File: src/design/periph_pkg.sv
package periph_pkg;

    // Byte carried by the keyboard and the serial line
    typedef logic [7:0] byte_t;

    // Interrupt vector toward the CPU, zero when nothing is pending
    typedef logic [3:0] irq_t;

    // Prefix sent by the keyboard before the code of a released key
    localparam byte_t BREAK_CODE = 8'hF0;

    // Clock cycles per serial bit
    localparam int UART_DIV = 16;

    // Vector raised for a key press
    localparam irq_t IRQ_KEY = 4'd1;

    // PS/2 frame receiver, start bit is seen in idle
    typedef enum logic [1:0] {
        PS2_IDLE,
        PS2_DATA,
        PS2_PARITY,
        PS2_STOP
    } ps2_state_t;

    // 8N1 transmitter
    typedef enum logic [1:0] {
        UART_IDLE,
        UART_START,
        UART_DATA,
        UART_STOP
    } uart_state_t;

endpackage

File: src/design/key_irq.sv
`timescale 1ns/1ps

module key_irq (
    input  logic              CLOCK_50,
    input  logic              KEY0,
    input  periph_pkg::byte_t code,
    input  logic              make,
    input  logic              interrupt_ack,
    output periph_pkg::irq_t  interrupt_vector,
    output periph_pkg::byte_t last_code
);

    logic key_event;

    // A zero code is not a key
    assign key_event = make && (code != '0);

    always_ff @(posedge CLOCK_50 or negedge KEY0) begin
        if (!KEY0) begin
            interrupt_vector <= '0;
            last_code        <= '0;
        end else begin
            if (key_event) begin
                last_code        <= code;
                interrupt_vector <= periph_pkg::IRQ_KEY;
            end
            // Acknowledge wins, the vector is raised only once per key
            if (interrupt_vector != '0 && interrupt_ack) begin
                interrupt_vector <= '0;
            end
        end
    end

endmodule

File: config.mk
export PLATFORM = sky130hd
export DESIGN_NAME = key_irq
export DESIGN_NICKNAME = d
export VERILOG_FILES = /design/src/design/periph_pkg.sv /design/src/design/key_irq.sv
export SDC_FILE = /design/constraint.sdc
export NUM_CORES = 1
export LEC_CHECK = 0
export ABC_AREA = 1
export BUFFER_PORTS_ARGS = -buffer_cell sky130_fd_sc_hd__buf_2
export CORE_AREA = 2 2 39 41
export CTS_CLUSTER_DIAMETER = 60
export DETAILED_ROUTE_END_ITERATION = 12
export DIE_AREA = 0 0 41 43
export GPL_TIMING_DRIVEN = 0
export PLACE_DENSITY = 0.71
export SLEW_MARGIN = 20
export SYNTH_ARGS = -nofsm -noshare
export SYNTH_HDL_FRONTEND = slang
export SYNTH_SLANG_ARGS = --single-unit
File: constraint.sdc
create_clock -name CLOCK_50 -period 1.1 [get_ports CLOCK_50]
set_clock_uncertainty 0.2 [all_clocks]
set_input_delay 0.22 -clock CLOCK_50 [delete_from_list [all_inputs] [get_ports CLOCK_50]]
set_output_delay 0.22 -clock CLOCK_50 [all_outputs]
set_load 0.01 [all_outputs]
# After elaboration in Yosys (flattened, before gate mapping)
# Cells that the tools add are included.
# word_totals
ff_bits	12
input_bits	12
out_inout_bits	12
elab_cells	9
# classes
mux	2
reduce_logical	5
# op_table
op	count
$mux 4	2
$reduce_bool 8->1	1
$reduce_bool 4->1	1
$logic_and 1x1->1	2
$reduce_bool 2->1	1

# Longest topological paths before layout
# logic_depth
ltp_word	4
mapped_depth	6
ltp_nobuf	6

# Least setup slack after synthesis
# No wires, ideal clock.
# synth_timing
path_kind	flip-flop to flip-flop
startpoint	reg interrupt_vector[0]
endpoint	reg interrupt_vector[0]
setup_ps	65
arrival_time_ps	740
setup_slack_ps	95
stages_incl_launch_ff	4
cell_sequence	dfrtp_1 -> inv_1 -> or2_2 -> nand2_1
# synth_between
elab_chain_cells	3
# synth_lines
item	line	rtl
from (decl)	key_irq.sv:9	output periph_pkg::irq_t interrupt_vector,
from (signal assigned)	key_irq.sv:25	interrupt_vector <= periph_pkg::IRQ_KEY;
$reduce_bool 4->1 (*)	key_irq.sv:28	if (interrupt_vector != '0 && interrupt_ack) begin
$logic_and 1x1->1 (*)	key_irq.sv:28	
$mux 4 or $reduce_bool 2->1 (tied branches)	-	
# Every way passes the cells marked *; elsewhere a longest branch is shown, timed or not.
# A chain may end at the register's enable or synchronous reset.

# Worst setup path in the final report
# layout_timing
startpoint	reg interrupt_vector[0]
endpoint	out interrupt_vector[0]
# No word-level cell between the ends.

==> results.yml <==
routing:
  ant_nets: 0
  viasPerCell: 4.217
  num_vias: 447
  drc_errors: 0
  drt_iter0_drc: 4
  firstDrtPassIters: 3
  wl_per_cell_microns: 9.406
  routed_wl_microns: 997
clock_tree:
  htree_levels: 1
  cts_tree: "yes"
  cts_root_buf: "clkbuf_4"
  clockBufferDepth: 2
  clk_pin_slew_ns: 0.06
  numClockSinks: 9
  numCtsBuffers: 3
  clock_latency_ns: 0.26
floorplan:
  fp-row-count: 14
  dieWidth_microns: 41
  die_area_sq_um: 1763
  dieHeight_microns: 43
  core-area_sq_um: 1384
  ios: 24
  start_util_pct: 33.27
worst_hold_path:
  hold_path_end: "interrupt_vector[0]$_DFFE_PN0P_"
  hp-class: "in -> reg"
  hold_start: "interrupt_ack"
  hold_depth: 3
worst_setup_path:
  worstReg2RegStart: "last_code[2]$_DFFE_PN0P_"
  cp.arrival_ns: 0.77
  r2r_cells: 4
  r2r_setup_slack_ns: 0.06
  crit_slowest_cell: "dfrtp_1"
  r2r-end: "last_code[2]$_DFFE_PN0P_"
  worstPathMaxFanout: 2
  slowest_delay_ns: 0.38
  cpLargestDelayFamily: "flip-flops"
  crit_required_ns: 0.68
  crit_buf_inv: 1
  critPathKind: "reg -> out"
  endpoint_kind: "output pin"
  crit_path_cell_trace: "buf_2"
  start_kind: "flip-flop"
global_route:
  grt.overflow.total: 0
  grt_pass1_vias: 426
  grt_max_degree: 11
  antenna_found_initial: 0
  grtUsageTotal_pct: 14.26
  grt_pass1_wl_mm: 1.628
yosys:
  synth_top_area_share_pct: 48.91
  synthArstFlopShare_pct: 100.0
  ys_warn_count: 0
  yosysMostFrequentCell: "nand2_1"
  syn-cell-area_sq_um: 460.4
  yosysTopAreaCell: "dfrtp_1"
  synth_edf_count: 0
  avgSynthCellArea_sq_um: 8.222
  synthFlopType: "dfrtp_1"
  seq_area_frac_synth_pct: 48.91
  yosys_register_bits: 9
  netlist_instances: 56
  synth_area_leaders: "dfrtp_1 (49%), nand2_1 (16%), nand3_1 (8.7%), buf_4 (4.9%), nor2_2 (4.1%)"
  ys_top_cells_by_count: "nand2_1 (20), dfrtp_1 (9), nand3_1 (8)"
  yosysUniqueCellTypes: 13
sta:
  min_period_ns: 1.191
  rsz0062_at_grt: "yes"
  setup_viol_count_final: 9
  finalSetupTns_ns: -0.7499
  maxSlewViolCount: 0
  holdWs_ns: -0.0008501
  period_share_pct: 108.3
  hold_viol: 1
  max_clock_freq_mhz: 839.4
  layout_setup_ws_ns: -0.09137
final_layout:
  antenna_cells: 0
  n_fill_cell: 141
  instances_no_fill: 106
  fin_nets: 103
  area_delta_synth_final_pct: 49.46
  drive_above_1_share_pct: 44.44
place:
  hpwl_microns: 693.7
  portBuffers: 19
  place_ws_ns: -0.1086
  gp_congestion: 0.6340
  placed_cells: 93
power:
  power_mw: 0.8288
  powerDensity_nw_per_um2: 1204
  vdd_ir_drop_max_v: 0.0005543
  p_leak_nw: 0.3947
run_status:
  violations: "hold timing, setup timing"
  status: "finished, violations left"
run:
  maxCapViolations: 0
-- stage by stage --
step                      instance area (sq um)  utilization (%)
after floorplan                           467.9                -
after global placement                    583.1            42.13
after detailed placement                  583.1            42.13
after CTS                                 666.9            48.19
after global routing                      688.2            49.73
final                                     688.2            49.73
-- worst max-delay path by stage --
stage                     slack (ns)                               to  depth (start not counted)                       startpoint
after floorplan                 0.09  interrupt_vector[0]$_DFFE_PN0P_                          3  interrupt_vector[0]$_DFFE_PN0P_
final                          -0.09              interrupt_vector[0]                          1  interrupt_vector[0]$_DFFE_PN0P_
after detailed placement       -0.11         last_code[0]$_DFFE_PN0P_                          7                          code[5]
after global routing           -0.14                     last_code[7]                          1         last_code[7]$_DFFE_PN0P_
after global placement         -0.09         last_code[0]$_DFFE_PN0P_                          7                          code[5]
after CTS                      -0.09              interrupt_vector[0]                          1  interrupt_vector[0]$_DFFE_PN0P_
-- per-layer routing --
metal	wire length, microns	GRT usage [%]
met2	456	20.94
met3	66	4.712
met4	25	10.00
met5	0	0
met1	448	16.45
-- what timing repair did --
action,4_1_cts,5_1_grt
hold buffers,2,0
endpoints found under the setup margin,9,9
gates resized for setup,0,1
endpoints found under the hold margin,10,0
setup buffers,5,2
-- placed cells by master (no fill, tap or decap), drive strengths merged --
master       synthesis  layout
and2                 1       1
dlygate4sd3          0       2
buf                  4      30
nand3                8       8
conb                 1       3
dfrtp                9       9
or2                  1       1
nor2                 5       5
clkbuf               0       4
o21ai                1       1
inv                  4       4
nand2               22      22
-- final cells by class --
cell class                 instances  area [sq um]  share of cell area [%]
buffer                             4         33.78                   4.909
clock buffer                       4         26.28                   3.818
inverter                           4         15.01                   2.182
multi-input combinational         41         193.9                   28.18
sequential                         9         225.2                   32.73
tap                               16         20.02                   2.909
timing repair buffer              28         173.9                   25.27
-- cells by family after synthesis --
kind of cell,share of synthesized area (%)
compound gates,3.534
other cells,0.8144
flops,48.91
buf+inv,10.60
simple gates,36.14
-- where the power goes --
| part | internal [mW] | switching [mW] |
|---|---|---|
| logic | 0.106 | 0.0955 |
| registers | 0.363 | 0.0150 |
| clock network | 0.139 | 0.110 |
| total | 0.608 | 0.220 |
-- state kept, by name, indices dropped and copies added, names as in the netlist --
name and cells:
last_code 8, interrupt_vector 1
Note: power is estimated with default switching activity, not from simulation.
