--- src/design/periph_pkg.sv ---
package periph_pkg;

    // Byte carried by the keyboard and the serial line
    typedef logic [7:0] byte_t;

    // Interrupt vector toward the CPU, zero when nothing is pending
    typedef logic [3:0] irq_t;

    // Prefix sent by the keyboard before the code of a released key
    localparam byte_t BREAK_CODE = 8'hF0;

    // Clock cycles per serial bit
    localparam int UART_DIV = 16;

    // Vector raised for a key press
    localparam irq_t IRQ_KEY = 4'd1;

    // PS/2 frame receiver, start bit is seen in idle
    typedef enum logic [1:0] {
        PS2_IDLE,
        PS2_DATA,
        PS2_PARITY,
        PS2_STOP
    } ps2_state_t;

    // 8N1 transmitter
    typedef enum logic [1:0] {
        UART_IDLE,
        UART_START,
        UART_DATA,
        UART_STOP
    } uart_state_t;

endpackage

--- src/design/uart_tx.sv ---
`timescale 1ns/1ps

module uart_tx (
    input  logic              CLOCK_50,
    input  logic              KEY0,
    input  periph_pkg::byte_t tx_byte,
    input  logic              tx_start,
    output logic              UART_TXD,
    output logic              busy
);

    localparam int BAUD_W = $clog2(periph_pkg::UART_DIV);

    periph_pkg::uart_state_t state;
    logic [BAUD_W-1:0]       baud_cnt;
    logic [2:0]              bit_cnt;
    logic                    bit_end;
    periph_pkg::byte_t       shreg;

    assign bit_end = (baud_cnt == BAUD_W'(periph_pkg::UART_DIV - 1));
    assign busy    = (state != periph_pkg::UART_IDLE);

    // Next data bit is always shreg[0]
    always_ff @(posedge CLOCK_50) begin
        if (state == periph_pkg::UART_IDLE && tx_start) begin
            shreg <= tx_byte;
        end else if (bit_end && state != periph_pkg::UART_STOP) begin
            shreg <= {1'b0, shreg[7:1]};
        end
    end

    always_ff @(posedge CLOCK_50 or negedge KEY0) begin
        if (!KEY0) begin
            state    <= periph_pkg::UART_IDLE;
            baud_cnt <= '0;
            bit_cnt  <= '0;
            UART_TXD <= 1'b1;
        end else if (state == periph_pkg::UART_IDLE) begin
            baud_cnt <= '0;
            bit_cnt  <= '0;
            UART_TXD <= 1'b1;
            if (tx_start) begin
                state    <= periph_pkg::UART_START;
                UART_TXD <= 1'b0;
            end
        end else begin
            baud_cnt <= bit_end ? '0 : baud_cnt + 1'b1;
            if (bit_end) begin
                case (state)
                    periph_pkg::UART_START: begin
                        state    <= periph_pkg::UART_DATA;
                        UART_TXD <= shreg[0];
                    end
                    periph_pkg::UART_DATA: begin
                        bit_cnt <= bit_cnt + 3'd1;
                        if (bit_cnt == 3'd7) begin
                            state    <= periph_pkg::UART_STOP;
                            UART_TXD <= 1'b1;
                        end else begin
                            UART_TXD <= shreg[0];
                        end
                    end
                    default: begin
                        state <= periph_pkg::UART_IDLE;
                    end
                endcase
            end
        end
    end

endmodule

--- config.mk ---
export PLATFORM = sky130hd
export DESIGN_NAME = uart_tx
export DESIGN_NICKNAME = d
export VERILOG_FILES = /design/src/design/periph_pkg.sv /design/src/design/uart_tx.sv
export SDC_FILE = /design/constraint.sdc
export NUM_CORES = 1
export LEC_CHECK = 0
export BUFFER_PORTS_ARGS = -buffer_cell sky130_fd_sc_hd__clkbuf_2
export CORE_MARGIN = 2
export CORE_UTILIZATION = 45
export CTS_CLUSTER_DIAMETER = 40
export DETAILED_ROUTE_END_ITERATION = 16
export HOLD_SLACK_MARGIN = 0.12
export PLACE_DENSITY = 0.71
export SLEW_MARGIN = 20
export SYNTH_ARGS = -nofsm -noshare
export SYNTH_HDL_FRONTEND = slang
export SYNTH_SLANG_ARGS = --single-unit
--- constraint.sdc ---
create_clock -name CLOCK_50 -period 2.75 [get_ports CLOCK_50]
set_clock_uncertainty 0.15 [all_clocks]
set_input_delay 0.6875 -clock CLOCK_50 [delete_from_list [all_inputs] [get_ports CLOCK_50]]
set_output_delay 0.6875 -clock CLOCK_50 [all_outputs]
set_load 0.1 [all_outputs]
# --- Word level (Yosys, flattened, before mapping) ---
# Cells that the tools add are included.
totals:
  reg_bits: 18
  out_inout_bits: 2
classes:
  addsub: 2
  n_reduce_logical: 11
  eq_ne: 7
  n_mux: 17
ops:
  columns: ["op", "n"]
  rows:
  - ["$mux W8", 2]
  - ["$mux W3", 3]
  - ["$mux W2", 4]
  - ["$mux W4", 2]
  - ["$reduce_bool A2 Y1", 4]
  - ["$add A4 B1 Y4 const B", 1]
  - ["$eq A4 B4 Y1 const B", 1]
  - ["$mux W1", 4]
  - ["$ne A2 B2 Y1 const B", 2]
  - ["$pmux W2 S2", 1]
  - ["$reduce_and A2 Y1", 2]
  - ["$add A3 B1 Y3 const B", 1]
  - ["$eq A3 B3 Y1 const B", 1]
  - ["$ne A3 B3 Y1 const B", 1]
  - ["$reduce_and A3 Y1", 1]
  - ["$reduce_bool A3 Y1", 1]
  - ["$eq A2 B1 Y1 const B", 1]
  - ["$eq A2 B2 Y1 const B", 1]
  - ["$logic_and A1 B1 Y1", 2]
  - ["$logic_not A2 Y1", 1]
  - ["$pmux W1 S2", 1]

# --- Logic depth before layout (Yosys ltp) ---
logic_depth:
  depth_word: 5
  ltp_mapped: 6
  ltp_nobuf: 5

# --- Least setup slack after synthesis ---
# Ideal clock, no wire load.
synth_path:
  path_kind: "register -> output"
  startpoint: "reg state[0]"
  endpoint: "out busy"
  required_ns: 1.913
  slack_ns: 0.373
  arrival_time_ns: 1.539
  path_stages_with_launch: 6
  path_cell_list: "dfrtp_1 > inv_1 > ha_1 > buf_2 > buf_2 > inv_1"
synth_between:
  elab_chain_cells: 1
synth_lines:
  columns: ["element", "line_no", "source"]
  rows:
  - ["start, declared", "uart_tx.sv:14", "periph_pkg::uart_state_t state;"]
  - ["start signal, assigned", "uart_tx.sv:34", "state <= periph_pkg::UART_IDLE;"]
  - ["start signal, assigned", "uart_tx.sv:43", "state <= periph_pkg::UART_START;"]
  - ["start signal, assigned", "uart_tx.sv:51", "state <= periph_pkg::UART_DATA;"]
  - ["$reduce_bool A2 Y1", "uart_tx.sv:21", "assign busy = (state != periph_pkg::UART_IDLE);"]
  - ["end, declared", "uart_tx.sv:9", "output logic busy"]
# No other way between the ends.

# --- Worst setup path after layout ---
# Same ends and word-level chain as after synthesis.

==> flow_summary.toml <==
[logic_synthesis]
ys_types = 27
synthMuxAreaShare_pct = 10.0
ys_seq_area_share_pct = 54.6
synthesis.nets = 91
ys_ff_latch = 18
synth_compound_area_share_pct = 9.44
yosys_warnings = 0
postSynthAreaPerCell_um2 = 12.3
netlist_instances = 73
synth-xor-area-share_pct = 1.94
syn_area_um2 = 901
synth_fa_ha_area_share_pct = 9.72
synth-simple-area-share_pct = 11.0
synth_top_family_by_area = "simple AND/OR/NAND/NOR gates"

[timing]
slew_viol_final = 0
rsz0062_at_grt = "no"
post-route-period-util_pct = 85.6
slew_headroom_pct = 55.5
finalHoldViolCount = 0
tightest_slew_ns = 0.664
fin_crit_ns = 2.35
hold_ws_ns = 0.349
setup_tns_ns = 0
setup_viol = 0
clock.fmax_ghz = 0.425

[grt]
grt_max_degree = 16
antenna_found_initial = 0
grt_usage_pct = 13.7
grt_pass1_wl_um = 2530
overflow = 0
grt_pass1_vias = 586

[placement]
place.gp.congestion = 0.760
port_buffers = 12
hpwl_um = 1050

[route]
first_iter_violations = 6
num_vias = 583
dr.pass1.iters = 4
viasPerCell = 5.03
ant_nets = 0
wl_um = 1360
post-route-drc-count = 0
wl_per_cell_um = 11.7

[setup_path]
crit_path_max_incr_delay_ns = 0.44
critPathLaunchType = "flip-flop"
crit_fanout = 5
cpMostUsedCell = "inv_1"
setup.worst_path.end_class = "primary output"
required_ns = 1.91
worst-setup-path-type = "reg2out"
cp.arrival_ns = 1.52
worstPathCellList = "inv_1, ha_1, inv_1, clkbuf_2"
cp_slowest_cell = "clkbuf_2"

[outcome]
outcome = "finished, final reports clean"

[cts]
cts_sinks = 18
cts.clk_slew.worst_paths_ns = 0.10
cts_tree = "yes"
cts_made_buffers = 3
insertion_delay_ns = 0.29
cts_buffer_depth = 2
htree_levels = 1
postCtsSetupRepairBufs = 0
cts_root_buffer = "clkbuf_4"

[run]
max_cap_viol_count = 0

[cells_and_area]
fillCellCount = 180
n_antenna_cell = 0
multi_input_area_um2 = 379
layout_common_cells = "clkbuf_2, dfrtp_1, edfxtp_1, mux2_2, ha_1"
final_common_cell = "clkbuf_2"
fin_nets = 108
drive_gt1_share_pct = 32.6
final_util_pct = 54.2
ff_latch_area_um2 = 492
area_growth_pct = 15.6

[die]
core.rowCount = 16
ios = 13
die_y_um = 48.7
fp.dieW_um = 48.7
die_area_mm2 = 0.00238
start_util_pct = 46.9
core-area_mm2 = 0.00192

[power]
vdd_drop_max_v = 0.000362
p_leak_nw = 0.430
power_density_mw_per_mm2 = 430

[worst_hold_path]
hold_class = "reg2reg"
power breakdown:
| group | total, mW | internal [mW] | switching, mW |
|---|---|---|---|
| combinational | 0.0109 | 0.00606 | 0.00479 |
| sequential | 0.279 | 0.279 | 0 |
| clock | 0.158 | 0.0807 | 0.0776 |
| total | 0.448 | 0.366 | 0.0824 |
layout make-up:
class,instances,share of cell area [%]
sequential,18,47.2
multi-input combinational,48,36.4
timing repair buffer,15,8.17
clock buffer,4,3.49
tap,27,3.25
inverter,4,1.44
timing repair:
action / 4_1_cts / 5_1_grt
hold buffers: 1 / 0
resized for setup: 0 / 0
endpoints found under the hold margin: 9 / 0
final timing paths:
path / startpoint / to / slack (ns) / cells past startpoint
setup reg to reg: state[0] / shreg[0] / 0.85 / 6
setup / recovery: state[0] / busy / 0.40 / 4
hold / removal: baud_cnt[0] / baud_cnt[0] / 0.35 / 1
hold reg to reg: baud_cnt[0] / baud_cnt[0] / 0.35 / 1
max in group asynchronous: KEY0 / UART_TXD / 1.56 / 2
min in group asynchronous: KEY0 / baud_cnt[2] / 0.62 / 2
routing by layer:
metal	vias up	share of wire (%)	global-route usage (%)
li1	296	-	-
met1	270	48	17.6
met2	12	47	22.4
met3	5	3.9	3.09
met4	0	1.8	5.71
met5	-	0	0
worst max-delay path: cells and delay by family, from the launching register on:
family | cells | cell delay [ns]
fa+ha+maj | 1 | 0.21
buf+inv | 3 | 0.58
flops | 1 | 0.43
kinds of logic (layout without fill, tap and decap cells):
kind of cell,Yosys count,after routing
flip-flops,18,18
AND/OR/NAND/NOR,18,18
AO/OA/AOI/OAI,13,13
multiplexers,8,8
adder cells (fa/ha/maj),7,7
buffers and inverters,7,23
XOR/XNOR,2,2
registers in the layout, summed over array words and instances (netlist names):
signal / cells
shreg: 8
baud_cnt: 4
bit_cnt: 3
state: 2
UART_TXD: 1
synth_stat cells (all sizes together):
cell | number | share of area (%)
dfstp | 1 | 2.9
buf | 3 | 1.7
a31oi | 1 | 0.69
xor2 | 1 | 0.97
nand4b | 1 | 0.97
a211oi | 2 | 1.7
edfxtp | 8 | 27
nand3 | 3 | 2.2
a21oi | 4 | 2.2
inv | 4 | 1.7
nor3 | 2 | 1.1
a211o | 1 | 0.97
nand4 | 1 | 0.69
nor2 | 3 | 1.2
ha | 7 | 9.7
xnor2 | 1 | 0.97
o31ai | 2 | 2.2
nor2b | 2 | 1.4
mux2 | 8 | 10
nand2 | 4 | 1.9
dfrtp | 9 | 25
and3 | 2 | 1.4
o21ai | 3 | 1.7
through the flow:
stage,area (um2),setup slack [ns],total power [mW],instances
after global placement,995,0.632,0.295,111
after detailed placement,995,0.604,0.295,111
after CTS,1040,0.387,0.448,116
final,1040,0.396,0.448,116
after global routing,1040,0.316,0.460,116
after floorplan,901,0.373,0.285,73
No activity file was read; power rests on OpenSTA's default activity.
