===== config.mk =====
export PLATFORM = sky130hd
export DESIGN_NAME = ps2_rx
export DESIGN_NICKNAME = d
export VERILOG_FILES = /design/src/design/periph_pkg.sv /design/src/design/ps2_rx.sv
export SDC_FILE = /design/constraint.sdc
export NUM_CORES = 1
export LEC_CHECK = 0
export BUFFER_PORTS_ARGS = -buffer_cell sky130_fd_sc_hd__buf_2
export CORE_AREA = 2 2 61 68
export CTS_CLUSTER_DIAMETER = 30
export DETAILED_ROUTE_END_ITERATION = 12
export DIE_AREA = 0 0 63 70
export PLACE_DENSITY = 0.63
export SYNTH_ARGS = -nofsm -noshare
export SYNTH_HDL_FRONTEND = slang
export SYNTH_SLANG_ARGS = --single-unit

===== constraint.sdc =====
create_clock -name CLOCK_50 -period 5.35 [get_ports CLOCK_50]
set_clock_uncertainty 0.1 [all_clocks]
set_input_delay 0 -clock CLOCK_50 [delete_from_list [all_inputs] [get_ports CLOCK_50]]
set_output_delay 0 -clock CLOCK_50 [all_outputs]
set_load 0.01 [all_outputs]

===== src/design/periph_pkg.sv =====
package periph_pkg;

    // Byte carried by the keyboard and the serial line
    typedef logic [7:0] byte_t;

    // Interrupt vector toward the CPU, zero when nothing is pending
    typedef logic [3:0] irq_t;

    // Prefix sent by the keyboard before the code of a released key
    localparam byte_t BREAK_CODE = 8'hF0;

    // Clock cycles per serial bit
    localparam int UART_DIV = 16;

    // Vector raised for a key press
    localparam irq_t IRQ_KEY = 4'd1;

    // PS/2 frame receiver, start bit is seen in idle
    typedef enum logic [1:0] {
        PS2_IDLE,
        PS2_DATA,
        PS2_PARITY,
        PS2_STOP
    } ps2_state_t;

    // 8N1 transmitter
    typedef enum logic [1:0] {
        UART_IDLE,
        UART_START,
        UART_DATA,
        UART_STOP
    } uart_state_t;

endpackage


===== src/design/ps2_rx.sv =====
`timescale 1ns/1ps

module ps2_rx (
    input  logic              CLOCK_50,
    input  logic              KEY0,
    input  logic              PS2_CLK,
    input  logic              PS2_DAT,
    output periph_pkg::byte_t code,
    output logic              make,
    output logic              brk
);

    periph_pkg::ps2_state_t state;
    logic [1:0]             clk_sync;
    logic [1:0]             dat_sync;
    logic                   clk_prev;
    logic                   clk_fall;
    logic [2:0]             bit_cnt;
    periph_pkg::byte_t      shreg;
    logic                   par_bit;
    logic                   frame_ok;
    logic                   brk_pending;

    // Two flops on each line, both idle high
    always_ff @(posedge CLOCK_50 or negedge KEY0) begin
        if (!KEY0) begin
            clk_sync <= 2'b11;
            dat_sync <= 2'b11;
            clk_prev <= 1'b1;
        end else begin
            clk_sync <= {clk_sync[0], PS2_CLK};
            dat_sync <= {dat_sync[0], PS2_DAT};
            clk_prev <= clk_sync[1];
        end
    end

    assign clk_fall = clk_prev && !clk_sync[1];

    // Data bits arrive LSB first
    always_ff @(posedge CLOCK_50) begin
        if (clk_fall && state == periph_pkg::PS2_DATA) begin
            shreg <= {dat_sync[1], shreg[7:1]};
        end
        if (clk_fall && state == periph_pkg::PS2_PARITY) begin
            par_bit <= dat_sync[1];
        end
    end

    always_ff @(posedge CLOCK_50 or negedge KEY0) begin
        if (!KEY0) begin
            state    <= periph_pkg::PS2_IDLE;
            bit_cnt  <= '0;
            frame_ok <= 1'b0;
            code     <= '0;
        end else begin
            frame_ok <= 1'b0;
            if (clk_fall) begin
                case (state)
                    periph_pkg::PS2_IDLE: begin
                        if (!dat_sync[1]) begin
                            state   <= periph_pkg::PS2_DATA;
                            bit_cnt <= '0;
                        end
                    end
                    periph_pkg::PS2_DATA: begin
                        bit_cnt <= bit_cnt + 3'd1;
                        if (bit_cnt == 3'd7) begin
                            state <= periph_pkg::PS2_PARITY;
                        end
                    end
                    periph_pkg::PS2_PARITY: begin
                        state <= periph_pkg::PS2_STOP;
                    end
                    default: begin
                        // Odd parity over data and parity bit, stop bit high
                        state <= periph_pkg::PS2_IDLE;
                        if (dat_sync[1] && ^{shreg, par_bit}) begin
                            frame_ok <= 1'b1;
                            code     <= shreg;
                        end
                    end
                endcase
            end
        end
    end

    // Classify the code one cycle after the frame is accepted
    always_ff @(posedge CLOCK_50 or negedge KEY0) begin
        if (!KEY0) begin
            make        <= 1'b0;
            brk         <= 1'b0;
            brk_pending <= 1'b0;
        end else begin
            make <= 1'b0;
            brk  <= 1'b0;
            if (frame_ok) begin
                if (code == periph_pkg::BREAK_CODE) begin
                    brk_pending <= 1'b1;
                end else if (brk_pending) begin
                    brk         <= 1'b1;
                    brk_pending <= 1'b0;
                end else begin
                    make <= 1'b1;
                end
            end
        end
    end

endmodule


# Word-level counts from Yosys, hierarchy flattened

Cells that the tools add are included.

Reductions and logical operators: 12
Bitwise operators: 1
Equal/unequal tests: 6
Add/subtract/negate cells: 1
Divide/modulo/power cells: 0
Shifts and indexed selects: 0
Multipliers: 0
Order comparisons: 0
Multiplexer cells: 15

Operators by type and width:

| kind                  | count |
|---|---|
| $mux W1               | 10 |
| $reduce_and A3 Y1     | 3 |
| $reduce_xor A9 Y1     | 1 |
| $eq A8 B8 Y1 const B  | 1 |
| $pmux W2 S3           | 1 |
| $pmux W3 S2           | 1 |
| $logic_and A1 B1 Y1   | 4 |
| $mux W2               | 2 |
| $add A3 B1 Y3 const B | 1 |
| $eq A3 B3 Y1 const B  | 1 |
| $mux W3               | 1 |
| $reduce_or A3 Y1      | 1 |
| $eq A2 B1 Y1 const B  | 1 |
| $eq A2 B2 Y1 const B  | 1 |
| $logic_not A2 Y1      | 1 |
| $ne A2 B1 Y1 const B  | 1 |
| $ne A2 B2 Y1 const B  | 1 |
| $reduce_bool A2 Y1    | 1 |
| $logic_not A1 Y1      | 1 |
| $not A1 Y1            | 1 |

Latch bits: 0
Logic and storage cells: 47
RAM bits: 0
Memory bits (read-only): 0
Memories kept: 0
Bits in registers: 31

# Depth between registers and ports, before layout

Depth after elaboration: 5
Mapped depth: 6
Depth with buffers taken out: 6

# Worst setup path after synthesis

Ideal clock, no wire load.

Kind: reg-to-reg
Start: register shreg[2]
End: register code[0]
Setup slack: 3.432 ns
Arrival time: 1.694 ns
Stages on the path, launching flop included: 6
Setup time: 0.125 ns
Cells stage by stage: edfxtp_1 xnor2_1 xnor2_1 xnor2_2 mux2i_4 mux2_2

Cells in the longest elaborated chain, start to end: 3

RTL lines:

| element                     | RTL line     | text |
|---|---|---|
| start: declaration          | ps2_rx.sv:19 | `periph_pkg::byte_t shreg;` |
| start signal: assignment    | ps2_rx.sv:42 | `shreg <= {dat_sync[1], shreg[7:1]};` |
| $reduce_xor A9 Y1           | ps2_rx.sv:77 | `if (dat_sync[1] && ^{shreg, par_bit}) begin` |
| $logic_and A1 B1 Y1         | ps2_rx.sv:77 |  |
| $reduce_and A3 Y1 (no line) | --           |  |
| end signal: assignment      | ps2_rx.sv:79 | `code <= shreg;` |
| end: declaration            | ps2_rx.sv:8  | `output periph_pkg::byte_t code,` |

Every way passes these cells.
A chain may end at the register's enable or synchronous reset.

# Worst setup path after layout

Start: register shreg[2]
End: register code[5]

The elaborated chain is that of the path after synthesis.

==> flow_summary_export.csv <==
group,metric,value,unit
floorplanning,num_io_pins,14,
timing,min_period_over_period,0.3912,
cts,cts-root-buf,"clkbuf_8",
cts,clock_latency,0.28,ns
yosys,synth_simple_gate_area_frac,0.07044,
setup_path,critical_path.max_fanout,8,
timing,final.min_clock_period,2.093,ns
setup_path,critical_path_class,"flop to flop",
yosys,synth_top_area_cell,"dfrtp_1",
floorplanning,start_util,0.3307,
yosys,yosysTopAreaCellShare,0.3373,
timing,finalHoldViolCount,0,
yosys,synth_compound_area_frac,0.05556,
routing,drt.antenna.violating_nets,0,
cts,tritoncts,"done",
yosys,synth_area_per_cell,14.67,µm²
routing,drtPass1Iterations,4,
yosys,synth_warnings,0,
timing,max_slew_margin,0.6665,
floorplanning,die-height,70,µm
yosys,synthMuxAreaShare,0.08929,
setup_path,crit_top_cell,"xnor2_1",
cts,h-tree-depth,2,
floorplanning,rows,24,
cells_and_area,drive_above_1_share,0.3091,
pwr,peakVddDrop,0.1657,mV
global_routing,grt_pass1_wl,3.622,mm
routing,drt_iter0_drc,35,
global_routing,grt_pass1_vias,750,
routing,routed_via_density,4.401,
place,port_buffers,13,
pwr,total_leakage_power,0.6773,nW
timing,drv_slew,0,
floorplanning,fp.coreArea,3814,µm²
global_routing,grt_max_degree,23,
global_routing,overflow,0,
setup_path,endpoint_kind,"flop",
setup_path,critical_path.slowest_cell,"edfxtp_1",
pwr,p_per_area,453.5,nW/µm²
yosys,synth_seq_cells,31,
cells_and_area,final_cell_area,1529,µm²
place,placed_cell_area,1391,µm²
place,finalWeightedCongestion,0.6910,
yosys,syn_inst,86,
run_status,outcome,"finished, final reports clean",
timing,rsz0062_at_grt,"false",
cells_and_area,layout_common_cells,"dfrtp_1 (17), buf_2 (13), edfxtp_1 (9), mux2_2 (7)",
routing,wl_per_cell,12.60,µm
timing,setup_viol,0,
setup_path,arrival,2.16,ns
cts,clock_path_buffers,2,
place,post-dp-hpwl,1.454,mm
routing,routed_wl,2.041,mm
yosys,synthXorXnorAreaFrac,0.05456,
routing,vias,713,
cts,cts_sinks,31,
cells_and_area,diodes,0,
global_routing,antenna_found_initial,0,
cells_and_area,final_common_cell,"dfrtp_1",
cts,cts_buffers,5,
floorplanning,die_w,63,µm
setup_path,start_kind,"flop",
flow_run,maxCapViolCount,0,
yosys,synth.area.top_cells,"dfrtp_1 (34%), edfxtp_1 (21%), dfstp_2 (10%)",
setup_path,crit_required,5.42,ns
yosys,syn_area,1261,µm²
routing,drc,0,
yosys,syn-num-nets,96,
timing,fmax,0.4778,GHz
yosys,synth_top_family_by_area,"multiplexers",
cts,post-cts-setup-buffers,0,
floorplanning,dieArea,4410,µm²
cts,path_clk_slew,0.07,ns
timing,tightest_slew,0.5003,ns
cells_and_area,syn_to_final_growth,21.23,%
setup_path,cp_cell_sequence,"xnor2_1 -> xnor2_1 -> xnor2_2 -> mux2i_4 -> mux2_2",
timing,tns,0,ns
cells_and_area,nNetsFinal,119,
setup_path,max_stage_delay,0.44,ns
yosys,synth.yosys.seq_area_share,0.6558,
hold_path,hp-class,"input port to asynchronous set/reset pin",
global_routing,grt.total_usage,0.1089,
yosys,synth_cell_types,23,
yosys,synthAdderAreaFrac,0.05952,
kinds of logic (layout without fill, tap and decap cells):
| logic type | after synthesis | after routing |
|---|---|---|
| flip-flops | 31 | 31 |
| AND/OR/NAND/NOR | 17 | 17 |
| AO/OA/AOI/OAI | 11 | 11 |
| multiplexers | 9 | 9 |
| XOR/XNOR | 7 | 7 |
| adder cells (fa/ha/maj) | 6 | 6 |
| buffers and inverters | 5 | 29 |
area by class of cell:
cell class / count / area (µm²)
timing repair buffer: 16 / 95.09
clock buffer: 5 / 68.82
inverter: 5 / 18.77
fill: 374 / 2285
sequential: 31 / 827.0
tap: 52 / 65.06
clock inverter: 3 / 38.79
multi-input combinational: 50 / 415.4
layer usage:
metal  vias to the layer above  GRT usage  share of wire
li1                        345          -              -
met1                       346     0.1359           0.45
met2                        19     0.1678           0.49
met3                         3    0.03382          0.043
met4                         0    0.05926          0.016
met5                         -          0              0
synth_stat cells:
cell / n
and2_1: 2
and4_1: 1
mux2_2: 7
inv_1: 5
xnor2_2: 1
nand3_1: 2
o31ai_1: 1
ha_1: 6
o21ai_0: 6
and3_1: 3
dfrtp_1: 17
nand2_1: 6
nor4_1: 1
edfxtp_1: 9
a21boi_0: 1
nor2_1: 1
a32o_1: 2
mux2i_4: 1
a21oi_1: 1
nor2b_1: 1
mux2_1: 1
dfstp_2: 5
xnor2_1: 6
report_power, final:
| group | internal [mW] | total, mW | switching (mW) |
|---|---|---|---|
| Combinational | 0.0729 | 0.151 | 0.0779 |
| Sequential | 0.289 | 0.320 | 0.0306 |
| Clock | 0.136 | 0.223 | 0.0867 |
| Total | 0.498 | 0.693 | 0.195 |
metrics by stage:
step           utilization  hold WS (ns)  total power, mW  setup slack, ns  std cells
2_1_floorplan            -       -0.3956           0.4243            3.432         86
3_3_place_gp        0.3648       -0.1157           0.4640            3.295        151
6_report            0.4009        0.1242           0.6934            3.257        162
5_1_grt             0.4009        0.1891           0.7382            3.089        162
3_5_place_dp        0.3648      -0.09944           0.4771            3.262        151
4_1_cts             0.4009        0.1299           0.7044            3.236        162
sequential cells by signal, indices dropped and copies added, names as in the netlist:
signal	flops
brk	1
make	1
frame_ok	1
code	8
bit_cnt	3
state	2
dat_sync	2
shreg	8
brk_pending	1
clk_prev	1
clk_sync	2
par_bit	1
path summary, 6_finish.rpt:
check	startpoint	to	slack, ns	cells past startpoint
worst max-delay path	shreg[2]	code[5]	3.26	5
worst min-delay path	KEY0	make	0.12	2
worst max register to register	shreg[2]	code[5]	3.26	5
worst min register to register	dat_sync[0]	dat_sync[1]	0.26	0
max in group asynchronous	KEY0	dat_sync[1]	4.66	2
min in group CLOCK_50	dat_sync[0]	dat_sync[1]	0.26	0
worst max-delay path, delay by kind of cell, from the launching register on:
kind | cells | cell delay (ns)
mux | 2 | 0.80
flops | 1 | 0.44
xor+xnor | 3 | 0.64
timing repair:
action	4_1_cts	5_1_grt
resized for setup	0	0
hold buffers	3	0
hold endpoints to repair	24	0
(Power assumes the default switching activity.)
