==> config.mk <==
export PLATFORM = sky130hd
export DESIGN_NAME = board_bus_ctrl_flat
export DESIGN_NICKNAME = d
export VERILOG_FILES = /design/src/design/periph_pkg.sv /design/src/design/soc_map_pkg.sv /design/src/design/data_bus_if.sv /design/src/design/board_bus_ctrl.sv /design/src/flat_wrapper.sv
export SDC_FILE = /design/constraint.sdc
export NUM_CORES = 1
export LEC_CHECK = 0
export ABC_AREA = 1
export BUFFER_PORTS_ARGS = -buffer_cell sky130_fd_sc_hd__buf_2
export CAP_MARGIN = 20
export CORE_AREA = 3 3 113 115
export CTS_CLUSTER_SIZE = 14
export DETAILED_ROUTE_END_ITERATION = 12
export DIE_AREA = 0 0 116 118
export PLACE_DENSITY_LB_ADDON = 0.05
export SKIP_CTS_REPAIR_TIMING = 1
export SYNTH_ARGS = -nofsm -noshare
export SYNTH_HDL_FRONTEND = slang
export SYNTH_SLANG_ARGS = --single-unit
==> constraint.sdc <==
create_clock -name CLOCK_50 -period 1.1 [get_ports CLOCK_50]
set_input_delay 0.055 -clock CLOCK_50 [delete_from_list [all_inputs] [get_ports CLOCK_50]]
set_output_delay 0.055 -clock CLOCK_50 [all_outputs]
set_load 0.01 [all_outputs]
==> src/design/periph_pkg.sv <==
package periph_pkg;

    // Byte carried by the keyboard and the serial line
    typedef logic [7:0] byte_t;

    // Interrupt vector toward the CPU, zero when nothing is pending
    typedef logic [3:0] irq_t;

    // Prefix sent by the keyboard before the code of a released key
    localparam byte_t BREAK_CODE = 8'hF0;

    // Clock cycles per serial bit
    localparam int UART_DIV = 16;

    // Vector raised for a key press
    localparam irq_t IRQ_KEY = 4'd1;

    // PS/2 frame receiver, start bit is seen in idle
    typedef enum logic [1:0] {
        PS2_IDLE,
        PS2_DATA,
        PS2_PARITY,
        PS2_STOP
    } ps2_state_t;

    // 8N1 transmitter
    typedef enum logic [1:0] {
        UART_IDLE,
        UART_START,
        UART_DATA,
        UART_STOP
    } uart_state_t;

endpackage

==> src/design/soc_map_pkg.sv <==
package soc_map_pkg;

    // Bus side of the board, 64-bit byte addresses and data
    typedef logic [63:0] addr_t;
    typedef logic [63:0] dword_t;

    // Memory is organized as 32-bit words
    typedef logic [31:0] word_t;
    typedef logic [10:0] word_idx_t;

    // 2048 words of 4 bytes, 8 KB from address zero
    localparam int MEM_WORDS = 2048;

    // First byte address past the memory
    localparam addr_t MEM_LIMIT = 64'h0000_0000_0000_2000;

    // Last scan code from the keyboard
    localparam addr_t KEY_ADDR = 64'h0000_0000_0000_2000;

    // Serial console output byte, low 8 bits of the write data
    localparam addr_t UART_DATA_ADDR = 64'h0000_0000_0000_2008;

    // Serial transmitter busy flag in bit 0
    localparam addr_t UART_STAT_ADDR = 64'h0000_0000_0000_2010;

endpackage

==> src/design/data_bus_if.sv <==
`timescale 1ns/1ps

interface data_bus_if;

    soc_map_pkg::word_idx_t word_idx;
    soc_map_pkg::word_t     wdata;
    logic                   we;
    logic                   re;
    // Holds the last read word until the next read
    soc_map_pkg::word_t     rdata;

    modport master (
        output word_idx, wdata, we, re,
        input  rdata
    );

    modport slave (
        input  word_idx, wdata, we, re,
        output rdata
    );

endinterface

==> src/design/board_bus_ctrl.sv <==
`timescale 1ns/1ps

module board_bus_ctrl (
    input  logic                   CLOCK_50,
    input  logic                   KEY0,
    input  soc_map_pkg::addr_t     bus_address,
    input  soc_map_pkg::dword_t    bus_write_data,
    input  logic                   bus_write_enable,
    input  logic                   bus_read_enable,
    input  periph_pkg::byte_t      last_code,
    input  logic                   busy,
    output soc_map_pkg::dword_t    bus_read_data,
    output logic                   key_sel,
    output periph_pkg::byte_t      tx_byte,
    output logic                   tx_start,
    data_bus_if.master             mem
);

    localparam int IDX_W = $bits(soc_map_pkg::word_idx_t);

    logic               mem_sel;
    logic               tx_data_sel;
    logic               stat_sel;
    logic               tx_wr;
    logic               tx_wr_q;
    logic               rd_mem_q;
    logic               rd_periph_q;
    soc_map_pkg::word_t periph_q;
    soc_map_pkg::word_t rd_word;

    // Address decode
    assign mem_sel     = (bus_address < soc_map_pkg::MEM_LIMIT);
    assign key_sel     = (bus_address == soc_map_pkg::KEY_ADDR);
    assign tx_data_sel = (bus_address == soc_map_pkg::UART_DATA_ADDR);
    assign stat_sel    = (bus_address == soc_map_pkg::UART_STAT_ADDR);

    // Memory accesses go out as word indices
    assign mem.word_idx = bus_address[IDX_W+1:2];
    assign mem.wdata    = bus_write_data[31:0];
    assign mem.we       = bus_write_enable && mem_sel;
    assign mem.re       = bus_read_enable && mem_sel;

    // Region and peripheral value are captured with the read
    always_ff @(posedge CLOCK_50 or negedge KEY0) begin
        if (!KEY0) begin
            rd_mem_q    <= 1'b0;
            rd_periph_q <= 1'b0;
            periph_q    <= '0;
        end else if (bus_read_enable) begin
            rd_mem_q    <= mem_sel;
            rd_periph_q <= key_sel || stat_sel;
            if (key_sel) begin
                periph_q <= {24'd0, last_code};
            end else begin
                periph_q <= {31'd0, busy};
            end
        end
    end

    always_comb begin
        if (rd_mem_q) begin
            rd_word = mem.rdata;
        end else if (rd_periph_q) begin
            rd_word = periph_q;
        end else begin
            rd_word = '0;
        end
    end

    assign bus_read_data = {32'd0, rd_word};

    // Only the first cycle of a run of serial writes counts
    assign tx_wr = bus_write_enable && tx_data_sel;

    always_ff @(posedge CLOCK_50 or negedge KEY0) begin
        if (!KEY0) begin
            tx_wr_q <= 1'b0;
        end else begin
            tx_wr_q <= tx_wr;
        end
    end

    // Dropped while a frame is on the line
    assign tx_start = tx_wr && !tx_wr_q && !busy;
    assign tx_byte  = bus_write_data[7:0];

endmodule

==> src/flat_wrapper.sv <==
// flat-port wrapper written by rule: the top's interface ports become plain ports
module board_bus_ctrl_flat 
  (CLOCK_50, KEY0, bus_address, bus_write_data, bus_write_enable, bus_read_enable, last_code, busy, bus_read_data, key_sel, tx_byte, tx_start, mem_word_idx, mem_wdata, mem_we, mem_re, mem_rdata);
  data_bus_if mem_i ();
  input  logic CLOCK_50;
  input  logic KEY0;
  input  soc_map_pkg::addr_t bus_address;
  input  soc_map_pkg::dword_t bus_write_data;
  input  logic bus_write_enable;
  input  logic bus_read_enable;
  input  periph_pkg::byte_t last_code;
  input  logic busy;
  output soc_map_pkg::dword_t bus_read_data;
  output logic key_sel;
  output periph_pkg::byte_t tx_byte;
  output logic tx_start;
  output wire logic [$bits(mem_i.word_idx)-1:0] mem_word_idx;
  output wire logic [$bits(mem_i.wdata)-1:0] mem_wdata;
  output wire logic [$bits(mem_i.we)-1:0] mem_we;
  output wire logic [$bits(mem_i.re)-1:0] mem_re;
  input wire logic [$bits(mem_i.rdata)-1:0] mem_rdata;
  assign mem_word_idx = mem_i.word_idx;
  assign mem_wdata = mem_i.wdata;
  assign mem_we = mem_i.we;
  assign mem_re = mem_i.re;
  assign mem_i.rdata = mem_rdata;
  board_bus_ctrl u_core (.CLOCK_50(CLOCK_50), .KEY0(KEY0), .bus_address(bus_address), .bus_write_data(bus_write_data), .bus_write_enable(bus_write_enable), .bus_read_enable(bus_read_enable), .last_code(last_code), .busy(busy), .bus_read_data(bus_read_data), .key_sel(key_sel), .tx_byte(tx_byte), .tx_start(tx_start), .mem(mem_i));
endmodule
### After elaboration in Yosys (flattened, before gate mapping)

Cells that the tools add are included.

* bits in registers: 35
* input port bits: 173
* output and inout port bits: 119
* word-level logic and storage cells: 19

* order comparisons: 1
* eq/ne operators: 3
* muxes and demuxes: 3
* reductions and logical operators: 8

Operators with widths (count)
* 64-bit by 14-bit equality test with 1-bit output, second input constant: 3
* 64-bit by 14-bit < comparator with 1-bit output, second input constant: 1
* 32-bit two-way mux: 2
* 8-bit two-way mux: 1
* 1-bit logical AND: 5
* 1-bit logical NOT: 2
* 1-bit logical OR: 1

### Depth between registers and ports, before layout

Gate-level depths: netlist of the first run.

* depth after elaboration: 4
* depth in mapped cells: 11
* depth with buffers taken out: 11

### Worst setup path before layout of the first run

Ideal clock, no wire load.

* kind: register to output
* start: register u_core.tx_wr_q
* end: output port tx_start
* arrival: 910 ps
* required time: 1045 ps
* slack: 135 ps
* stages on the path, launching flop included: 3
* path buffers: 0
* path through: dfrtp_1 -> or2_2 -> nor4_2

* word-level cells in the longest chain between the ends: 3

Ends and longest elaborated chain
* from (decl): line board_bus_ctrl.sv:25 `logic tx_wr_q;`
* from (signal assigned): line board_bus_ctrl.sv:79 `tx_wr_q <= tx_wr;`
* 1-bit logical NOT: line board_bus_ctrl.sv:84 `assign tx_start = tx_wr && !tx_wr_q && !busy;`
* 1-bit logical AND (2 in series): line board_bus_ctrl.sv:84
* to (decl): line flat_wrapper.sv:16 `output logic tx_start;`

Every way passes these cells.

### Final worst setup path of the first run

Ends and elaborated chain as after synthesis.

==> results of run 1 <==
power by group:
part | switching [mW] | total, mW | internal [mW]
registers | 0.00231 | 0.412 | 0.410
logic | 0.201 | 0.420 | 0.219
clock network | 0.169 | 0.655 | 0.486
total | 0.372 | 1.49 | 1.11
worst paths after layout:
check | startpoint | endpoint | slack [ps]
setup / recovery | u_core.tx_wr_q$_DFF_PN0_ | tx_start | -120
hold / removal | last_code[5] | u_core.periph_q[5]$_DFFE_PN0P_ | 40
setup reg to reg | u_core.rd_mem_q$_DFFE_PN0P_ | u_core.rd_mem_q$_DFFE_PN0P_ | 290
hold reg to reg | u_core.periph_q[6]$_DFFE_PN0P_ | u_core.periph_q[6]$_DFFE_PN0P_ | 480
max in group asynchronous | KEY0 | u_core.rd_periph_q$_DFFE_PN0P_ | 630
min in group asynchronous | KEY0 | u_core.periph_q[6]$_DFFE_PN0P_ | 230
cell families after synthesis:
group,share of synthesized area (%)
simple gates,37.7
compound gates,0.732
flops,16.1
other cells,0.219
buf+inv,45.2
through the flow:
| step | utilization (%) | std cells |
|---|---|---|
| after floorplan | - | 321 |
| after global placement | 18.9 | 548 |
| after detailed placement | 18.9 | 548 |
| after CTS | 19.5 | 552 |
| after global routing | 21.7 | 557 |
| final | 21.7 | 557 |
state kept, by name, indices dropped and copies added, names as in the netlist:
name	cells
u_core.rd_periph_q	1
u_core.periph_q	8
u_core.rd_mem_q	1
u_core.tx_wr_q	1
worst max-delay path, stage by stage (launching register included):
cell and delay (ps):
dfrtp_1 360, or2_2 290, nor4_4 120, buf_2 170
per-layer routing:
layer / vias up / part of all wire [%] / GRT usage (%)
li1: 987 / - / -
met1: 779 / 38 / 7.75
met2: 142 / 48 / 13.5
met3: 16 / 13 / 2.52
met4: 0 / 1.6 / 1.45
met5: - / 0 / 0
layout make-up:
type                            instances  share of cell area (%)
Timing Repair inverter                  1                   0.290
Timing Repair Buffer                  173                    39.7
Clock buffer                            4                    3.04
Sequential cell                        11                    10.7
Tap cell                              147                    7.10
Inverter                               31                    4.93
Multi-Input combinational cell        190                    34.2
synthesized netlist by cell type (all sizes together):
| cell type | number | area [um^2] |
|---|---|---|
| clkinv | 2 | 7.51 |
| inv | 29 | 109 |
| o21bai | 1 | 7.51 |
| nand4 | 2 | 12.5 |
| nor4 | 1 | 12.5 |
| conb | 1 | 3.75 |
| nor3 | 3 | 15.0 |
| buf | 84 | 634 |
| nor2 | 46 | 188 |
| nand3 | 16 | 80.1 |
| nand2 | 86 | 323 |
| nor3b | 1 | 7.51 |
| or2 | 1 | 6.26 |
| dfrtp | 11 | 275 |
| clkbuf | 5 | 22.5 |
| o21ai | 1 | 5.00 |
==> reports/qor.csv, run 1 <==
metric,value,unit
status,"complete, but fails checks",
violations,negative setup slack,
die_x,116,um
grt-ovfl-total,0,
die_h,118,um
io_buffers,155,
root_buffer,clkbuf_16,
start_kind,flop,
drc,0,
netlist_area,1710,um^2
ys_ff_latch,11,
end_kind,output pin,
vdd_ir_drop_max,0.000433,V
fillCellCount,1382,
fin_crit,1220,ps
clock_latency,230,ps
ant_nets,0,
p_total,1.49,mW
tritoncts,yes,
min_path_type,input pin to flop,
ys_types,21,
seq_area,278,um^2
critical_path_class,flop to output pin,
grt_max_degree,33,
routed_wl,5.75,mm
tns,-2450,ps
synthCells,290,
yosys_warnings,0,
track_usage,7.24,%
drtIter0Drc,36,
p_per_area,574,nW/um^2
grt_pass1_wl,8.11,mm
syn_area_per_cell,5.89,um^2
diodes,0,
skew,0,ps
htreeDepth,1,
numCtsBuffers,3,
ioPinCount,292,
path_max_fanout,1,
dp_slack,-108,ps
cts_sinks,11,
hold_viol,0,
dr.pass1.iters,4,
grt_pass1_vias,1796,
start_util,14.3,%
placed_cell_area,2250,um^2
final_common_cell,buf_2,
drive_gt1_share,51.2,%
fmax,817,MHz
gp_congestion,0.637,
required,1040,ps
clock_path_buffers,2,
design_area,2590,um^2
dp_hpwl,5.04,mm
multi_input_area,886,um^2
seq_area_frac_synth,16.1,%
rows,40,
max_cap_viol_count,0,
hold_ws,44.5,ps
num_vias,1924,
routedWlPerCell,10.3,um
slew_viol_final,0,
grt_setup_unrepaired,yes,
r2r_cells,2,
finalCritPeriodShare,111,%
nNetsFinal,584,
clkTransAtPathRegs,40,ps
avgViaCountPerCell,3.45,
layout_setup_ws,-124,ps
mostFrequentLayoutCells,"140 x buf_2, 79 x nand2_1, 32 x conb_1",
finalSetupViolCount,34,
area_delta_synth_final,51.5,%
core_area,11900,um^2
die_area,13700,um^2
antenna_found_initial,0,
worst_ep_arrival_time,1170,ps
power_leakage,1.65,nW
hold_path_depth,3,
No activity file was read; power rests on OpenSTA's default activity.
==> run 2, diff against run 1 <==
--- a/config.mk
+++ b/config.mk
@@ -8,10 +8,12 @@
 export ABC_AREA = 1
 export BUFFER_PORTS_ARGS = -buffer_cell sky130_fd_sc_hd__buf_2
 export CAP_MARGIN = 20
-export CORE_AREA = 3 3 113 115
+export CELL_PAD_IN_SITES_DETAIL_PLACEMENT = 1
+export CELL_PAD_IN_SITES_GLOBAL_PLACEMENT = 1
+export CORE_MARGIN = 3
+export CORE_UTILIZATION = 13
 export CTS_CLUSTER_SIZE = 14
 export DETAILED_ROUTE_END_ITERATION = 12
-export DIE_AREA = 0 0 116 118
 export PLACE_DENSITY_LB_ADDON = 0.05
 export SKIP_CTS_REPAIR_TIMING = 1
 export SYNTH_ARGS = -nofsm -noshare
==> constraint.sdc (replaced) <==
create_clock -name CLOCK_50 -period 1.05 [get_ports CLOCK_50]
set_input_delay 0.0525 -clock CLOCK_50 [delete_from_list [all_inputs] [get_ports CLOCK_50]]
set_output_delay 0.0525 -clock CLOCK_50 [all_outputs]
set_load 0.01 [all_outputs]
==> run 2 against run 1 <==
Compared with the run above:
- the run still ends with negative setup slack left
- clock skew unchanged
- die area increased by 6.4%
- via count increased by 3.0%
- final area increased by 5.0%
- hold slack got worse by 6.7 ps
- global-route usage increased by 0.23 points
- wire length increased by 8.6%
- cell count increased by 4.7%
- combinational power increased by 7.9%
- utilization decreased by 0.37 points
- register-to-register slack got worse by 210 ps
- sequential power increased by 5%
==> reports/qor.csv, run 2 (same netlist as run 1, synthesis figures left out) <==
metric,value,unit,change
vdd_ir_drop_max,0.000394,V,-9.1%
nNetsFinal,585,,+0.17%
slowest_delay,430,ps,+70 ps
cp_cell_sequence,buf_6 -> clkbuf_16 -> nand2_2 -> nand2_1 -> buf_2,,
grt_pass1_wl,8.91,mm,+9.8%
track_usage,7.47,%,+0.23 points
grt_pass1_vias,1885,,+5.0%
end_kind,output pin,,
path_max_fanout,6,,+5
worst_ep_arrival_time,1210,ps,+40 ps
clock_path_buffers,2,,unchanged
die_area,14600,um^2,+6.4%
min_path_type,input pin to flop,,
power_leakage,1.66,nW,+0.78%
drive_gt1_share,56.0,%,+4.7 points
fmax,789,MHz,
diodes,0,,unchanged
clkTransAtPathRegs,40,ps,about the same
start_util,13.4,%,-0.91 points
start_kind,flop,,
rows,41,,+2.5%
hold_viol,0,,unchanged
grt_max_degree,25,,-24%
seq_area,278,um^2,unchanged
core_area,12700,um^2,+6.8%
dp_hpwl,5.23,mm,+3.7%
violations,negative setup slack,,
multi_input_area,926,um^2,+4.5%
antenna_found_initial,0,,unchanged
ant_nets,0,,unchanged
required,1000,ps,-40 ps
max_cap_viol_count,0,,unchanged
tritoncts,yes,,
avgViaCountPerCell,3.40,,-1.6%
die_h,121,um,+2.3%
num_vias,1982,,+3.0%
drtIter0Drc,19,,-47%
critical_path_class,flop to output pin,,
p_per_area,586,nW/um^2,+2.1%
largest_reg_flops,8,,unchanged
layout_setup_ws,-217,ps,-93.3 ps
die_x,121,um,+4.0%
grt-ovfl-total,0,,unchanged
grt_setup_unrepaired,yes,,
top_register,u_core.periph_q,,
routed_wl,6.24,mm,+8.6%
io_buffers,155,,unchanged
post-route-util,21.4,%,-0.37 points
status,"complete, but fails checks",,
slew_viol_final,0,,unchanged
area_delta_synth_final,59.0,%,
numCtsBuffers,3,,unchanged
final_common_cell,buf_2,,
root_buffer,clkbuf_16,,
cts_sinks,11,,unchanged
gp_congestion,0.645,,+1.2%
ioPinCount,292,,unchanged
fin_crit,1270,ps,
finalCritPeriodShare,121,%,
drc,0,,unchanged
skew,0,ps,unchanged
routedWlPerCell,10.7,um,+3.7%
critPathSlowestCell,dfrtp_2,,
fillCellCount,1633,,+18%
mostFrequentLayoutCells,"138 x buf_2, 67 x nand2_1, 32 x conb_1",,
htreeDepth,1,,unchanged
hold_ws,37.8,ps,-6.67 ps
dr.pass1.iters,2,,-2
crit_buf_inv,3,,+2
critPathTopFamily,buffers and inverters,,
clock_latency,240,ps,about the same
finalSetupViolCount,36,,+5.9%
-- run 2: worst min-delay path, stage by stage --
cell,delay [ps]
buf_2,80
nand3_1,60
nand2_1,50
-- run 2: path summary, 6_finish.rpt --
kind,cells after the start,start,endpoint,slack (ps)
max in group asynchronous,2,KEY0,u_core.rd_mem_q$_DFFE_PN0P_,580
setup reg to reg,4,u_core.rd_mem_q$_DFFE_PN0P_,u_core.rd_mem_q$_DFFE_PN0P_,80
min in group asynchronous,2,KEY0,u_core.periph_q[5]$_DFFE_PN0P_,230
setup / recovery,5,u_core.rd_mem_q$_DFFE_PN0P_,bus_read_data[3],-220
hold reg to reg,2,u_core.periph_q[3]$_DFFE_PN0P_,u_core.periph_q[3]$_DFFE_PN0P_,480
hold / removal,3,last_code[1],u_core.periph_q[1]$_DFFE_PN0P_,40
-- run 2: per-layer routing --
layer  global-route usage, %  routed length, um  up-vias
li1                        -                  -      991
met1                    8.68               2330      859
met2                    12.9               3130      124
met3                    2.48                723        8
met4                    2.41                 59        0
met5                       0                  0        -
-- run 2: stage by stage --
step | cells | area, um^2 | power, mW | TNS [ps] | setup WS (ps)
final | 583 | 2720 | 1.59 | -6380 | -217
after global routing | 583 | 2720 | 1.68 | -9070 | -314
after CTS | 575 | 2340 | 1.56 | -5530 | -373
after detailed placement | 571 | 2260 | 0.841 | -2850 | -209
after global placement | 571 | 2260 | 0.839 | -2440 | -212
after floorplan | 321 | 1830 | 0.837 | 0 | 87.7
-- run 2: layout make-up --
| type | count | area share, % |
|---|---|---|
| Inverter | 31 | 4.51 |
| Timing Repair inverter | 1 | 0.276 |
| Timing Repair Buffer | 174 | 40.1 |
| Tap cell | 172 | 7.92 |
| Sequential cell | 11 | 10.2 |
| Multi-Input combinational cell | 190 | 34.1 |
| Clock buffer | 4 | 2.90 |
-- run 2: power breakdown --
part	internal (mW)	total, mW	switching (mW)	leakage, nW
Combinational	0.232	0.453	0.221	1.47
Clock	0.511	0.710	0.199	0.0382
Sequential	0.429	0.431	0.00204	0.149
